## src/rx_mac_pkg.sv

```systemverilog
package rx_mac_pkg;

    // Data and CRC widths
    typedef logic [7:0]  byte_t;
    typedef logic [31:0] crc_t;

    // Byte count inside a frame, wide enough for the capped count
    typedef logic [2:0]  frame_cnt_t;

    // FIFO index and fill level
    typedef logic [5:0]  fifo_ptr_t;
    typedef logic [6:0]  fifo_count_t;

    // Statistics counter
    typedef logic [31:0] count_t;

    // Reflected CRC-32 (IEEE 802.3)
    localparam crc_t CRC_POLY    = 32'hEDB8_8320;
    localparam crc_t CRC_INIT    = 32'hFFFF_FFFF;
    // Register value after data plus a correct FCS, no final inversion
    localparam crc_t CRC_RESIDUE = 32'hDEBB_20E3;

    // Ethernet framing
    localparam byte_t PREAMBLE_BYTE = 8'h55;
    localparam byte_t SFD_BYTE      = 8'hD5;

    localparam frame_cnt_t FCS_BYTES       = 3'd4;
    // Shortest frame that carries data: one payload byte plus the FCS
    localparam frame_cnt_t MIN_FRAME_BYTES = 3'd5;

    // Frame FIFO
    localparam int FIFO_DEPTH = 64;
    // Level of stored plus in-flight entries at which the next write
    // would leave at most one slot free
    localparam fifo_count_t FIFO_AF_LEVEL = fifo_count_t'(FIFO_DEPTH - 2);

    // One FIFO word
    typedef struct packed {
        byte_t data;
        logic  last;
        logic  error;
    } rx_entry_t;

    // Frame statistics
    typedef struct packed {
        count_t frame_count;
        count_t bad_frame_count;
    } rx_stats_t;

    // Receive parser states
    typedef enum logic [1:0] {
        ST_IDLE,
        ST_PREAMBLE,
        ST_DATA,
        ST_DROP
    } parser_state_t;

endpackage

```

## src/rx_axis_out.sv

```systemverilog
`timescale 1ns/1ps

// AXI-stream output register with frame counters
module rx_axis_out (
    input  logic                  clk,
    input  logic                  rst,
    input  rx_mac_pkg::rx_entry_t rd_entry,
    input  logic                  empty,
    output logic                  rd_en,
    output rx_mac_pkg::byte_t     tdata,
    output logic                  tvalid,
    output logic                  tlast,
    output logic                  tuser,
    input  logic                  trdy,
    output rx_mac_pkg::rx_stats_t stats
);

    logic load;
    logic xfer;

    // Beat leaves on this edge
    assign xfer = tvalid && trdy;

    // Register is free now or frees up on this edge
    assign load = !tvalid || trdy;

    // Pop the FIFO head straight into the register
    assign rd_en = load && !empty;

    always_ff @(posedge clk) begin
        if (rst) begin
            tvalid <= 1'b0;
        end else if (load) begin
            tvalid <= !empty;
        end
    end

    // Beat contents hold while tvalid waits for trdy
    always_ff @(posedge clk) begin
        if (rd_en) begin
            tdata <= rd_entry.data;
            tlast <= rd_entry.last;
            // Bad-frame flag only rides on the closing beat
            tuser <= rd_entry.last && rd_entry.error;
        end
    end

    always_ff @(posedge clk) begin
        if (rst) begin
            stats <= '0;
        end else if (xfer && tlast) begin
            stats.frame_count <= stats.frame_count + 32'd1;
            if (tuser) begin
                stats.bad_frame_count <= stats.bad_frame_count + 32'd1;
            end
        end
    end

endmodule

```

## src/rx_crc32.sv

```systemverilog
`timescale 1ns/1ps

// Reflected CRC-32 over one byte, LSB of the byte first
module rx_crc32 (
    input  rx_mac_pkg::crc_t  crc_in,
    input  rx_mac_pkg::byte_t data,
    output rx_mac_pkg::crc_t  crc_out
);

    // stage[0] is the incoming value, stage[8] the result
    rx_mac_pkg::crc_t stage [0:8];

    assign stage[0] = crc_in;

    // One shift and conditional XOR per data bit
    for (genvar i = 0; i < 8; i++) begin : g_bit
        logic feedback;

        assign feedback = stage[i][0] ^ data[i];

        always_comb begin
            if (feedback) begin
                stage[i+1] = (stage[i] >> 1) ^ rx_mac_pkg::CRC_POLY;
            end else begin
                stage[i+1] = stage[i] >> 1;
            end
        end
    end

    assign crc_out = stage[8];

endmodule

```

## src/rx_frame_fifo.sv

```systemverilog
`timescale 1ns/1ps

// Show-ahead FIFO of frame entries
module rx_frame_fifo (
    input  logic                  clk,
    input  logic                  rst,
    input  logic                  wr_en,
    input  rx_mac_pkg::rx_entry_t wr_entry,
    input  logic                  rd_en,
    output rx_mac_pkg::rx_entry_t rd_entry,
    output logic                  empty,
    output logic                  almost_full
);

    rx_mac_pkg::rx_entry_t mem [rx_mac_pkg::FIFO_DEPTH];

    rx_mac_pkg::fifo_ptr_t   wr_ptr;
    rx_mac_pkg::fifo_ptr_t   rd_ptr;
    rx_mac_pkg::fifo_count_t count;

    logic full;
    logic do_wr;
    logic do_rd;

    assign full  = (count == rx_mac_pkg::fifo_count_t'(rx_mac_pkg::FIFO_DEPTH));
    assign empty = (count == '0);

    // Never overwrite a stored entry or pop an empty FIFO
    assign do_wr = wr_en && !full;
    assign do_rd = rd_en && !empty;

    // Counts the write landing this cycle, since the producer
    // decides one cycle ahead of its write
    assign almost_full = (count + rx_mac_pkg::fifo_count_t'(wr_en))
                         >= rx_mac_pkg::FIFO_AF_LEVEL;

    // Head entry is visible before it is popped
    assign rd_entry = mem[rd_ptr];

    always_ff @(posedge clk) begin
        if (do_wr) begin
            mem[wr_ptr] <= wr_entry;
        end
    end

    always_ff @(posedge clk) begin
        if (rst) begin
            wr_ptr <= '0;
            rd_ptr <= '0;
            count  <= '0;
        end else begin
            // Pointers wrap on their own at 64
            if (do_wr) begin
                wr_ptr <= wr_ptr + 6'd1;
            end
            if (do_rd) begin
                rd_ptr <= rd_ptr + 6'd1;
            end

            case ({do_wr, do_rd})
                2'b10:   count <= count + 7'd1;
                2'b01:   count <= count - 7'd1;
                default: count <= count;
            endcase
        end
    end

endmodule

```

## src/rx_frame_parser.sv

```systemverilog
`timescale 1ns/1ps

module rx_frame_parser (
    input  logic                  clk,
    input  logic                  rst,
    input  rx_mac_pkg::byte_t     rx_data,
    input  logic                  rx_dv,
    input  logic                  rx_er,
    input  logic                  almost_full,
    output logic                  wr_en,
    output rx_mac_pkg::rx_entry_t wr_entry
);

    rx_mac_pkg::parser_state_t state;

    // Running CRC over data and FCS bytes
    rx_mac_pkg::crc_t crc;
    rx_mac_pkg::crc_t crc_next;

    // Last four bytes, which may turn out to be the FCS
    rx_mac_pkg::byte_t dly [rx_mac_pkg::FCS_BYTES];
    // Oldest byte, known to be payload once a fifth byte arrived
    rx_mac_pkg::byte_t hold;

    // Bytes since the SFD, stops at MIN_FRAME_BYTES
    rx_mac_pkg::frame_cnt_t byte_cnt;

    logic err_seen;
    // At least one entry of this frame is already in the FIFO
    logic wrote;
    logic hold_valid;

    assign hold_valid = (byte_cnt == rx_mac_pkg::MIN_FRAME_BYTES);

    rx_crc32 u_crc (
        .crc_in  (crc),
        .data    (rx_data),
        .crc_out (crc_next)
    );

    // Delay line and held byte carry payload only
    always_ff @(posedge clk) begin
        if (state == rx_mac_pkg::ST_DATA && rx_dv) begin
            dly[0] <= rx_data;
            for (int i = 1; i < rx_mac_pkg::FCS_BYTES; i++) begin
                dly[i] <= dly[i-1];
            end
            if (byte_cnt >= rx_mac_pkg::FCS_BYTES) begin
                hold <= dly[rx_mac_pkg::FCS_BYTES-1];
            end
        end
    end

    always_ff @(posedge clk) begin
        if (rst) begin
            state    <= rx_mac_pkg::ST_IDLE;
            crc      <= rx_mac_pkg::CRC_INIT;
            byte_cnt <= '0;
            err_seen <= 1'b0;
            wrote    <= 1'b0;
            wr_en    <= 1'b0;
        end else begin
            wr_en <= 1'b0;

            case (state)
                rx_mac_pkg::ST_IDLE: begin
                    if (rx_dv) begin
                        err_seen <= rx_er;
                        if (rx_data == rx_mac_pkg::PREAMBLE_BYTE) begin
                            state <= rx_mac_pkg::ST_PREAMBLE;
                        end else begin
                            state <= rx_mac_pkg::ST_DROP;
                        end
                    end
                end

                rx_mac_pkg::ST_PREAMBLE: begin
                    if (!rx_dv) begin
                        // Frame ended before any SFD
                        state <= rx_mac_pkg::ST_IDLE;
                    end else begin
                        err_seen <= err_seen | rx_er;
                        if (rx_data == rx_mac_pkg::SFD_BYTE) begin
                            state    <= rx_mac_pkg::ST_DATA;
                            crc      <= rx_mac_pkg::CRC_INIT;
                            byte_cnt <= '0;
                            wrote    <= 1'b0;
                        end else if (rx_data != rx_mac_pkg::PREAMBLE_BYTE) begin
                            state <= rx_mac_pkg::ST_DROP;
                        end
                    end
                end

                rx_mac_pkg::ST_DATA: begin
                    if (rx_dv) begin
                        err_seen <= err_seen | rx_er;
                        crc      <= crc_next;
                        if (!hold_valid) begin
                            byte_cnt <= byte_cnt + 3'd1;
                        end
                        // Held byte is payload, push it out
                        if (hold_valid) begin
                            wr_entry.data <= hold;
                            if (almost_full) begin
                                // Cut the frame short and mark it bad
                                state          <= rx_mac_pkg::ST_DROP;
                                wr_en          <= wrote;
                                wr_entry.last  <= 1'b1;
                                wr_entry.error <= 1'b1;
                            end else begin
                                wr_en          <= 1'b1;
                                wr_entry.last  <= 1'b0;
                                wr_entry.error <= 1'b0;
                                wrote          <= 1'b1;
                            end
                        end
                    end else begin
                        state <= rx_mac_pkg::ST_IDLE;
                        // Close the frame with its final payload byte
                        if (hold_valid && !(almost_full && !wrote)) begin
                            wr_en          <= 1'b1;
                            wr_entry.data  <= hold;
                            wr_entry.last  <= 1'b1;
                            wr_entry.error <= err_seen | almost_full |
                                              (crc != rx_mac_pkg::CRC_RESIDUE);
                        end
                    end
                end

                rx_mac_pkg::ST_DROP: begin
                    if (!rx_dv) begin
                        state <= rx_mac_pkg::ST_IDLE;
                    end
                end

                default: begin
                    state <= rx_mac_pkg::ST_IDLE;
                end
            endcase
        end
    end

endmodule

```

## src/rx_mac.sv

```systemverilog
`timescale 1ns/1ps

// Ethernet MAC receive path
module rx_mac (
    input  logic                  clk,
    input  logic                  rst,
    input  rx_mac_pkg::byte_t     rgmii_mac_rx_data,
    input  logic                  rgmii_mac_rx_dv,
    input  logic                  rgmii_mac_rx_er,
    output rx_mac_pkg::byte_t     m_rx_axis_tdata,
    output logic                  m_rx_axis_tvalid,
    output logic                  m_rx_axis_tlast,
    output logic                  m_rx_axis_tuser,
    input  logic                  s_rx_axis_trdy,
    output rx_mac_pkg::rx_stats_t stats
);

    // Parser to FIFO
    logic                  wr_en;
    rx_mac_pkg::rx_entry_t wr_entry;
    logic                  almost_full;

    // FIFO to output stage
    logic                  rd_en;
    rx_mac_pkg::rx_entry_t rd_entry;
    logic                  fifo_empty;

    rx_frame_parser u_parser (
        .clk         (clk),
        .rst         (rst),
        .rx_data     (rgmii_mac_rx_data),
        .rx_dv       (rgmii_mac_rx_dv),
        .rx_er       (rgmii_mac_rx_er),
        .almost_full (almost_full),
        .wr_en       (wr_en),
        .wr_entry    (wr_entry)
    );

    rx_frame_fifo u_fifo (
        .clk         (clk),
        .rst         (rst),
        .wr_en       (wr_en),
        .wr_entry    (wr_entry),
        .rd_en       (rd_en),
        .rd_entry    (rd_entry),
        .empty       (fifo_empty),
        .almost_full (almost_full)
    );

    rx_axis_out u_axis (
        .clk      (clk),
        .rst      (rst),
        .rd_entry (rd_entry),
        .empty    (fifo_empty),
        .rd_en    (rd_en),
        .tdata    (m_rx_axis_tdata),
        .tvalid   (m_rx_axis_tvalid),
        .tlast    (m_rx_axis_tlast),
        .tuser    (m_rx_axis_tuser),
        .trdy     (s_rx_axis_trdy),
        .stats    (stats)
    );

endmodule

```

## config.mk

```make
export PLATFORM = sky130hd
export DESIGN_NAME = rx_mac
export DESIGN_NICKNAME = d
export VERILOG_FILES = /design/src/rx_mac_pkg.sv /design/src/rx_axis_out.sv /design/src/rx_crc32.sv /design/src/rx_frame_fifo.sv /design/src/rx_frame_parser.sv /design/src/rx_mac.sv
export SDC_FILE = /design/constraint.sdc
export NUM_CORES = 1
export LEC_CHECK = 0
export ABC_AREA = 1
export BUFFER_PORTS_ARGS = -buffer_cell sky130_fd_sc_hd__buf_2
export CAP_MARGIN = 20
export CORE_ASPECT_RATIO = 1.5
export CORE_MARGIN = 1.5
export CORE_UTILIZATION = 45
export CTS_CLUSTER_DIAMETER = 80
export DETAILED_ROUTE_END_ITERATION = 10
export SETUP_SLACK_MARGIN = 0.2
export SYNTH_ARGS = -nofsm -noshare
export SYNTH_HDL_FRONTEND = slang
export SYNTH_SLANG_ARGS = --single-unit
```

## constraint.sdc

```tcl
create_clock -name clk -period 2.6 [get_ports clk]
set_input_delay 0.13 -clock clk [delete_from_list [all_inputs] [get_ports clk]]
set_output_delay 0.13 -clock clk [all_outputs]
set_load 0.03 [all_outputs]
```

Word-level counts from Yosys, hierarchy flattened:

Memories as Yosys holds them, arrays and structs flattened. A register that Yosys moved wholly into a read port is not among the register bits.
Index checks and enable logic that the tools add are counted.

* add/subtract/negate cells: 8
* order comparisons: 2
* equal/unequal tests: 23
* mux-type cells: 50
* bitwise gates (word level): 21
* reduce and logical (&&, ||, !) cells: 31

Operator list (number)
* $mux W32: 11
* $not A13 Y14: 8
* $add A32 B1 Y32 const B: 2
* $pmux W32 S2: 1
* $ne A32 B32 Y1 const B: 1
* $mux W10: 3
* $mux W2: 10
* $reduce_and A5 Y1: 3
* $mux W1: 14
* $pmux W7 S2: 1
* $add A6 B1 Y6 const B: 2
* $mux W3: 4
* $mux W6: 2
* $ne A2 B2 Y1 const B: 5
* $logic_and A1 B1 Y1: 9
* $eq A8 B7 Y1 const B: 1
* $eq A8 B8 Y1 const B: 1
* $ne A2 B1 Y1 const B: 4
* $ne A8 B7 Y1 const B: 1
* $pmux W2 S4: 1
* $reduce_and A4 Y1: 2
* $reduce_bool A2 Y1: 4
* $xor A1 B1 Y1: 8
* $add A7 B1 Y7: 1
* 22 further kinds: 36

* bits in registers: 144
* RAM bits: 672
* bits of input ports: 13
* output and inout bits: 75
* word-level logic and storage cells: 155
* memories: 2

Memories
* u_fifo.mem: depth 64, width 10, rd ports 1, clocked after Yosys merged registers in 1, write ports 1, line rx_frame_fifo.sv:15 `rx_mac_pkg::rx_entry_t mem [rx_mac_pkg::FIFO_DEPTH];`
* u_parser.dly: depth 4, width 8, rd ports 4, clocked after Yosys merged registers in 1, write ports 4, line rx_frame_parser.sv:21 `rx_mac_pkg::byte_t dly [rx_mac_pkg::FCS_BYTES];`

Longest topological paths before layout:

Gate-level depths: netlist of run 1.

* depth in word-level cells: 18
* depth in mapped cells: 16
* depth with buffers taken out: 15

By module:

From an unflattened synthesis of run 1, not the netlist that was laid out.

* cell total of the unflattened synthesis: 3523
* area total of the unflattened synthesis: 36274.8 um^2

Modules (own cells, without submodules)
* rx_frame_fifo: instances 1, cells an instance 2420, area each 27627.7 um^2, sequential area each 19718.9 um^2
* rx_axis_out: instances 1, cells an instance 571, area each 3806.2 um^2, sequential area each 1601.5 um^2
* rx_frame_parser: instances 1, cells an instance 336, area each 3599.7 um^2, sequential area each 2302.2 um^2
* rx_crc32: instances 1, cells an instance 196, area each 1241.2 um^2, sequential area each 0.0 um^2

Worst setup path after synthesis of run 1:

OpenSTA, ideal clock, no wires.

* path kind: reg2reg
* from: reg u_fifo.count[1]
* to: reg u_fifo.count[6]
* setup time: 113 ps
* data arrival time: 2287 ps
* required time: 2487 ps
* setup slack: 200 ps
* stages on the path, launching flop included: 17
* buffers on the path: 1
* clock period less this slack: 2400 ps
* path through: dfxtp_1 > inv_1 > nand4_1 > o21a_1 > buf_4 > inv_1 > ha_1 > inv_1 > fa_1 > inv_1 > nand4_1 > nand3_1 > a21oi_1 > o21ai_0 > nand2_1 > nand2_1 > nor2_1

* cells in the longest elaborated chain, start to end: 6
* elaborated cells between the ends (all ways): 13
* those cells by class: add/sub (2); eq/ne (3); mux (1); reduce/logical (7)

RTL lines
* start, declared: line rx_frame_fifo.sv:19 `rx_mac_pkg::fifo_count_t count;`
* start signal, assigned: line rx_frame_fifo.sv:61 `2'b10: count <= count + 7'd1;`
* start signal, assigned: line rx_frame_fifo.sv:62 `2'b01: count <= count - 7'd1;`
* start signal, assigned: line rx_frame_fifo.sv:63 `default: count <= count;`
* branches (longest 6 deep; another with $sub A7 B1 Y7)

Several ways; the timed one is not identified.
A chain may end at the register's enable or synchronous reset.

Worst setup path after layout of run 1:

* from: reg u_fifo.count[0]
* to: reg u_fifo.count[5]

Same word-level chain as after synthesis.

==> results of run 1 <==
worst max-delay path: stages (launching register included):
cell and delay, ns:
dfxtp_2 0.35, inv_2 0.07, nand4_1 0.18, o21a_1 0.26, inv_2 0.08, ha_4 0.19
ha_2 0.31, nand3_1 0.09, nand3_1 0.10, nand2_1 0.08, nand2_1 0.05, a21o_1 0.16
nand2_1 0.05, nand2_1 0.04, o21ai_1 0.11, inv_1 0.04
power by group:
part           total (mW)  internal (mW)  switching [mW]
combinational        10.7           3.44            7.26
clock                11.5           6.52            4.98
sequential           15.2           14.8           0.420
total                37.4           24.7            12.7
worst paths after layout:
kind / startpoint / endpoint / slack, ns / cells after the start
max reg2reg: u_fifo.count[0] / u_fifo.count[5] / 0.33 / 15
min: rgmii_mac_rx_data[6] / u_parser.dly[0][6] / 0.28 / 2
max: u_fifo.count[0] / u_fifo.count[5] / 0.33 / 15
min reg2reg: u_parser.dly[2][5] / u_parser.dly[3][5] / 0.42 / 0
state kept, by name (all words and copies together) (netlist names), named ones only:
| register | flops |
|---|---|
| u_axis.tdata | 8 |
| u_fifo.mem | 640 |
| u_parser.dly | 32 |
| u_axis.tuser | 1 |
| u_axis.tvalid | 1 |
| u_parser.wr_en | 1 |
| u_parser.err_seen | 1 |
| u_axis.stats | 64 |
| u_parser.byte_cnt | 3 |
| u_parser.crc | 32 |
| u_axis.tlast | 1 |
| u_fifo.wr_ptr | 6 |
| u_parser.state | 2 |
| u_parser.wr_entry | 10 |
| u_fifo.rd_ptr | 6 |
| u_fifo.count | 7 |
| u_parser.hold | 8 |
| u_parser.wrote | 1 |
logic make-up after synthesis:
group,after synthesis,synth area share
adders and majority gates,21,0.00762
DFF,830,0.666
and+or+nand+nor,1714,0.205
AOI/OAI and AO/OA,423,0.0632
xor gates and xnor gates,62,0.0165
buffers and inverters,355,0.0419
cell type report:
type,count,share of cell area
Clock buffer,94,0.0512
Clock inverter,46,0.0117
Inverter,191,0.0179
Multi-Input combinational cell,2220,0.256
Sequential cell,830,0.583
Tap cell,1016,0.0313
Timing Repair Buffer,252,0.0492
timing repair:
| action | in CTS | in global routing |
|---|---|---|
| setup buffers | 0 | 3 |
| hold buffers | 13 | 0 |
| pin swaps | 0 | 2 |
| hold endpoints to repair | 18 | 0 |
| setup endpoints to repair | 2 | 83 |
| resized for setup | 1 | 11 |
routing by layer:
| metal | up-vias | GRT usage | part of all wire |
|---|---|---|---|
| li1 | 12100 | - | - |
| met1 | 12100 | 0.274 | 0.38 |
| met2 | 689 | 0.430 | 0.53 |
| met3 | 175 | 0.0294 | 0.049 |
| met4 | 0 | 0.102 | 0.042 |
| met5 | - | 0 | 0 |
cell usage in the layout, fill, tap and decap left out, types with 15 or more instances in the layout:
cell type  instances
nor2_1           273
o21ai_0          199
a21oi_1          145
clkinv_1          19
nand2_1          901
xor2_1            43
nand3_1          430
nand4_1           26
nor3_1            43
clkbuf_16         81
xnor2_1           15
buf_4            129
o22ai_1           48
inv_1            181
ha_1              18
buf_12            23
dfxtp_1          126
buf_2             87
edfxtp_1         700
stage by stage:
step / worst slack [ns] / util
after global routing: 0.101 / 0.522
after CTS: 0.219 / 0.521
after floorplan: 0.212 / -
after global placement: 0.142 / 0.487
after detailed placement: 0.181 / 0.487
final: 0.330 / 0.522
==> PnR_summary.wiki, run 1 <==
{| class="wikitable"
! Metric !! Value
|-
| Slew headroom || 0.356
|-
| Placement Cell Area || 0.0378 mm2
|-
| Commonest cells post-synth || 901 x nand2_1, 700 x edfxtp_1, 431 x nand3_1
|-
| Portion of synthesized cell area occupied by the leading cell type || 0.593
|-
| DRC Markers || 0
|-
| Wire length of the first global-routing pass || 144 mm
|-
| Final Instance Area || 0.0406 mm2
|-
| Multi-input gate area in the final layout || 0.0104 mm2
|-
| Vias/cell || 5.39
|-
| Total iterations of the first detailed-routing run || 8
|-
| Synth area leaders || edfxtp_1 59%, nand2_1 9.5%, dfxtp_1 7.3%, nand3_1 6.1%, nor2_1 2.9%
|-
| Leak pwr || 14.8 nW
|-
| Worst Hold Margin || 0.277 ns
|-
| Routed wirelength normalized by instance count || 20.3 um
|-
| Mapped Nets || 3,439
|-
| Via count || 25,100
|-
| Dominant cell type by area after synthesis || edfxtp_1
|-
| Register Area || 0.0236 mm2
|-
| Layout cell share with drive strength beyond 1 || 0.109
|-
| IR Drop Worst-Case VDD || 0.701 mV
|-
| Clock skew || 0.0180 ns
|-
| Largest net degree at the start of global routing || 111
|-
| Half-perimeter wire length after placement || 59.2 mm
|-
| Post-Syn Area per Cell || 10.4 um2
|-
| Via count of the first global-routing pass || 24,700
|-
| Share of the yosys chip area belonging to registers || 0.666
|-
| Maximum frequency from static timing analysis || 0.441 GHz
|-
| Root Buffer Master || clkbuf_16
|-
| Final Non-Filler Cells || 4,649
|-
| Clock latency of the later-clocked register in the worst-skew pair || 0.64 ns
|-
| Width of the chip || 232 um
|-
| Overall die area || 0.0805 mm2
|-
| Proportion of synthesized flip-flops having asynchronous set or reset || 0
|-
| Std cell rows || 125
|-
| Post-synth EDFFs || 700
|-
| Critical path arrival || 2.80 ns
|-
| Total Negative Setup Slacks || 0 ns
|-
| Critical Path End Type || register
|-
| Max-slew violations || 0
|-
| Initial detailed-routing violation count || 1,832
|-
| Worst hold path class || primary input to register
|-
| Number of failing hold endpoints at the final stage || 0
|-
| Most numerous cell in the Yosys netlist || nand2_1
|-
| Ant. Diodes || 0
|-
| Max Fanout on Critical Path || 7
|-
| Number of nets with antenna violations after detailed routing || 0
|-
| Final Setup Violations || 0
|-
| Synth Warn # || 0
|-
| Final critical-path share of the clock period || 0.873
|-
| PnR Total Power || 37.4 mW
|-
| Worst slew pin tran || 0.966 ns
|-
| Setup repair after global routing missed its margin || yes
|-
| Library cells used by synthesis || 49
|-
| I/O pin total || 88
|-
| Fillers || 6,949
|-
| Cells after synthesis || 3,405
|-
| Area grow syn2layout || 14.4%
|-
| Initial antenna violation count || 0
|-
| Setup CP Type || register to register
|-
| TritonCTS sink count || 830
|-
| H-tree lvl count || 3
|-
| Areal power density over the cells || 922 mW/mm2
|-
| GR Overflow Total || 0
|-
| Total placed cells including tap cells || 4,493
|-
| Reported max-cap violation count || 0
|-
| Post-synthesis sequential element count || 830
|-
| Post-route minimum period || 2.27 ns
|-
| Post-layout nets || 3,609
|-
| CTS tree || done
|-
| Number of CTS-inserted buffers || 80
|-
| Post-synth design cell area || 0.0355 mm2
|-
| Data required time of the worst path || 3.13 ns
|-
| Clock edge transition at the registers on the reported setup and hold paths || 0.06 ns
|-
| Most used DFF post-synth || edfxtp_1
|-
| Run status || finished clean
|-
| Count of buffers from port buffering || 87
|-
| Global routing usage summed across all routing layers || 0.235
|-
| Final wirelength || 94.2 mm
|-
| Placeable core region || 0.0777 mm2
|-
| Critical Path Start Type || register
|-
| Die span in y || 347 um
|-
| Effective utilization at floorplan || 0.456
|-
| Buffer levels on the longest clock path || 3
|-
| Gpl congestion || 0.897
|}
No activity file was read; power rests on OpenSTA's default activity.
==> run 2, diff against run 1 <==
Settings changed: PLACE_DENSITY set to 0.68.
==> run 2 against run 1 <==
Power decreased by 1.6%; wire length is 4.2% lower; sequential power is essentially flat; worst hold slack worse by 0.0025 ns; global-route usage fell by 1.1 points; fmax about the same; die area is the same; critical path type unchanged; critical endpoint is now u_axis.tuser; largest power group unchanged; highest routed layer unchanged.
==> PnR_summary.wiki, run 2 (same netlist as run 1, synthesis figures left out) <==
{| class="wikitable"
! Metric !! Value
|-
| Overall die area || 0.0805 mm2
|-
| H-tree lvl count || 3
|-
| Area grow syn2layout || 13.6%
|-
| CP peak stage delay || 0.50 ns
|-
| Count of buffers from port buffering || 87
|-
| Global routing usage summed across all routing layers || 0.224
|-
| Die span in y || 347 um
|-
| Cell mode on critical path || nand2_1
|-
| Worst-path cell with the longest stage delay || dfxtp_4
|-
| Areal power density over the cells || 913 mW/mm2
|-
| Leak pwr || 14.7 nW
|-
| Final Non-Filler Cells || 4,639
|-
| Max-slew violations || 0
|-
| Slew headroom || 0.419
|-
| Setup CP Type || register to register
|-
| Setup repair after global routing missed its margin || yes
|-
| Gpl congestion || 0.911
|-
| Largest net degree at the start of global routing || 126
|-
| Number of CTS-inserted buffers || 75
|-
| Maximum frequency from static timing analysis || 0.440 GHz
|-
| Critical Path Start Type || register
|-
| Crit-path cells || inv_8, buf_12, nand2_1, nand3_1, nand3_1, nand2_1, nand2_1, nand3_1, nand3_1, nand2_1, nand2_1, inv_1
|-
| Clock edge transition at the registers on the reported setup and hold paths || 0.07 ns
|-
| CTS tree || done
|-
| Initial antenna violation count || 0
|-
| Max Fanout on Critical Path || 38
|-
| GR Overflow Total || 0
|-
| PnR Total Power || 36.8 mW
|-
| Cell class contributing the biggest share of worst-path delay || simple AND/OR/NAND/NOR gates
|-
| Clock skew || 0.0261 ns
|-
| Reported max-cap violation count || 0
|-
| Most common cell after layout, fill and taps aside || nand2_1
|-
| Post-route minimum period || 2.27 ns
|-
| Via count || 25,000
|-
| Worst slew pin tran || 0.868 ns
|-
| Final Setup Violations || 0
|-
| Effective utilization at floorplan || 0.456
|-
| Wire length of the first global-routing pass || 139 mm
|-
| Half-perimeter wire length after placement || 56.8 mm
|-
| Sum of buffers and inverters on the critical path || 3
|-
| Post-layout nets || 3,598
|-
| I/O pin total || 88
|-
| Total Negative Setup Slacks || 0 ns
|-
| Total iterations of the first detailed-routing run || 7
|-
| Total placed cells including tap cells || 4,484
|-
| Root Buffer Master || clkbuf_16
|-
| Via count of the first global-routing pass || 24,400
|-
| TritonCTS sink count || 830
|-
| Data required time of the worst path || 3.01 ns
|-
| Number of failing hold endpoints at the final stage || 0
|-
| Layout cell share with drive strength beyond 1 || 0.108
|-
| Buffer levels on the longest clock path || 3
|-
| Placeable core region || 0.0777 mm2
|-
| Registers with the most flip-flops || u_fifo.mem: 640 flops, u_axis.stats: 64 flops
|-
| IR Drop Worst-Case VDD || 0.659 mV
|-
| Clock latency of the later-clocked register in the worst-skew pair || 0.64 ns
|-
| Worst hold path class || primary input to register
|-
| Most flop-heavy register || u_fifo.mem
|-
| Routed wirelength normalized by instance count || 19.4 um
|-
| Width of the chip || 232 um
|-
| Ant. Diodes || 0
|-
| Critical path arrival || 2.68 ns
|-
| Final critical-path share of the clock period || 0.873
|-
| Initial detailed-routing violation count || 2,155
|-
| Number of nets with antenna violations after detailed routing || 0
|-
| Std cell rows || 125
|-
| Vias/cell || 5.40
|-
| Critical Path End Type || register
|-
| Leading cell types in the layout, fill and taps excluded || 901 x nand2_1, 700 x edfxtp_1, 431 x nand3_1
|-
| DRC Markers || 0
|-
| Run status || finished clean
|-
| Number of flip-flops under the largest register name || 640
|-
| Final wirelength || 90.2 mm
|}
run 2: cell types whose count changed in the layout (fill, tap and decap cells not counted), moves of 4 or more:
cell and change:
clkinvlp_4 +6, clkbuf_16 -4, inv_6 +5, buf_12 -8, clkinv_1 -4
run 2: area by class of cell:
cell class                 instances  area (um2)
inverter                         191         727
clock buffer                      90        1980
timing repair buffer             246        1890
fill                            6748       37400
multi-input combinational       2220       10400
tap                             1016        1270
sequential                       830       23600
clock inverter                    46         428
run 2: worst paths after layout:
| kind | cells past startpoint | slack, ns | end | from |
|---|---|---|---|---|
| setup / recovery | 12 | 0.33 | u_axis.tuser | register |
| setup reg to reg | 12 | 0.33 | u_axis.tuser | register |
| hold reg to reg | 0 | 0.42 | u_parser.wr_entry[5] | u_parser.hold[3] |
| hold / removal | 2 | 0.27 | u_parser.dly[0][2] | rgmii_mac_rx_data[2] |
run 2: routing by layer:
metal | track usage | vias up | wire [um]
met5 | 0 | - | 0
met4 | 0.0993 | 0 | 3810
met3 | 0.0301 | 183 | 4920
met2 | 0.402 | 821 | 47200
met1 | 0.264 | 12000 | 34300
li1 | - | 12100 | -
run 2: worst register-to-register path, stage by stage (launching register included):
cell and delay, ns:
dfxtp_4 0.50, inv_8 0.17, buf_12 0.25, nand2_1 0.09, nand3_1 0.07, nand3_1 0.12
nand2_1 0.07, nand2_1 0.07, nand3_1 0.20, nand3_1 0.17, nand2_1 0.18, nand2_1 0.12
inv_1 0.04
run 2: metrics by stage:
step                hold WS (ns)  cell area [um2]  setup slack [ns]  utilization
floorplan                  0.229            35500             0.212            -
global placement           0.354            37700             0.147        0.484
detailed placement         0.356            37700             0.193        0.484
CTS                        0.229            40200             0.224        0.517
global route               0.253            40300             0.149        0.519
finish                     0.274            40300             0.329        0.519
run 2: what timing repair did:
item / 4_1_cts / 5_1_grt
setup buffers: 0 / 5
endpoints found under the hold margin: 15 / 0
hold buffers: 13 / 0
pin swaps: 0 / 1
gates resized for setup: 2 / 7
gates cloned: 0 / 1
setup endpoints to repair: 12 / 221
run 2: power by group:
group	switching (mW)	internal (mW)	total [mW]	leakage, nW
sequential	0.437	14.8	15.2	7.36
combinational	7.24	3.41	10.7	6.19
clock	4.86	6.09	11.0	1.16
total	12.5	24.3	36.8	14.7
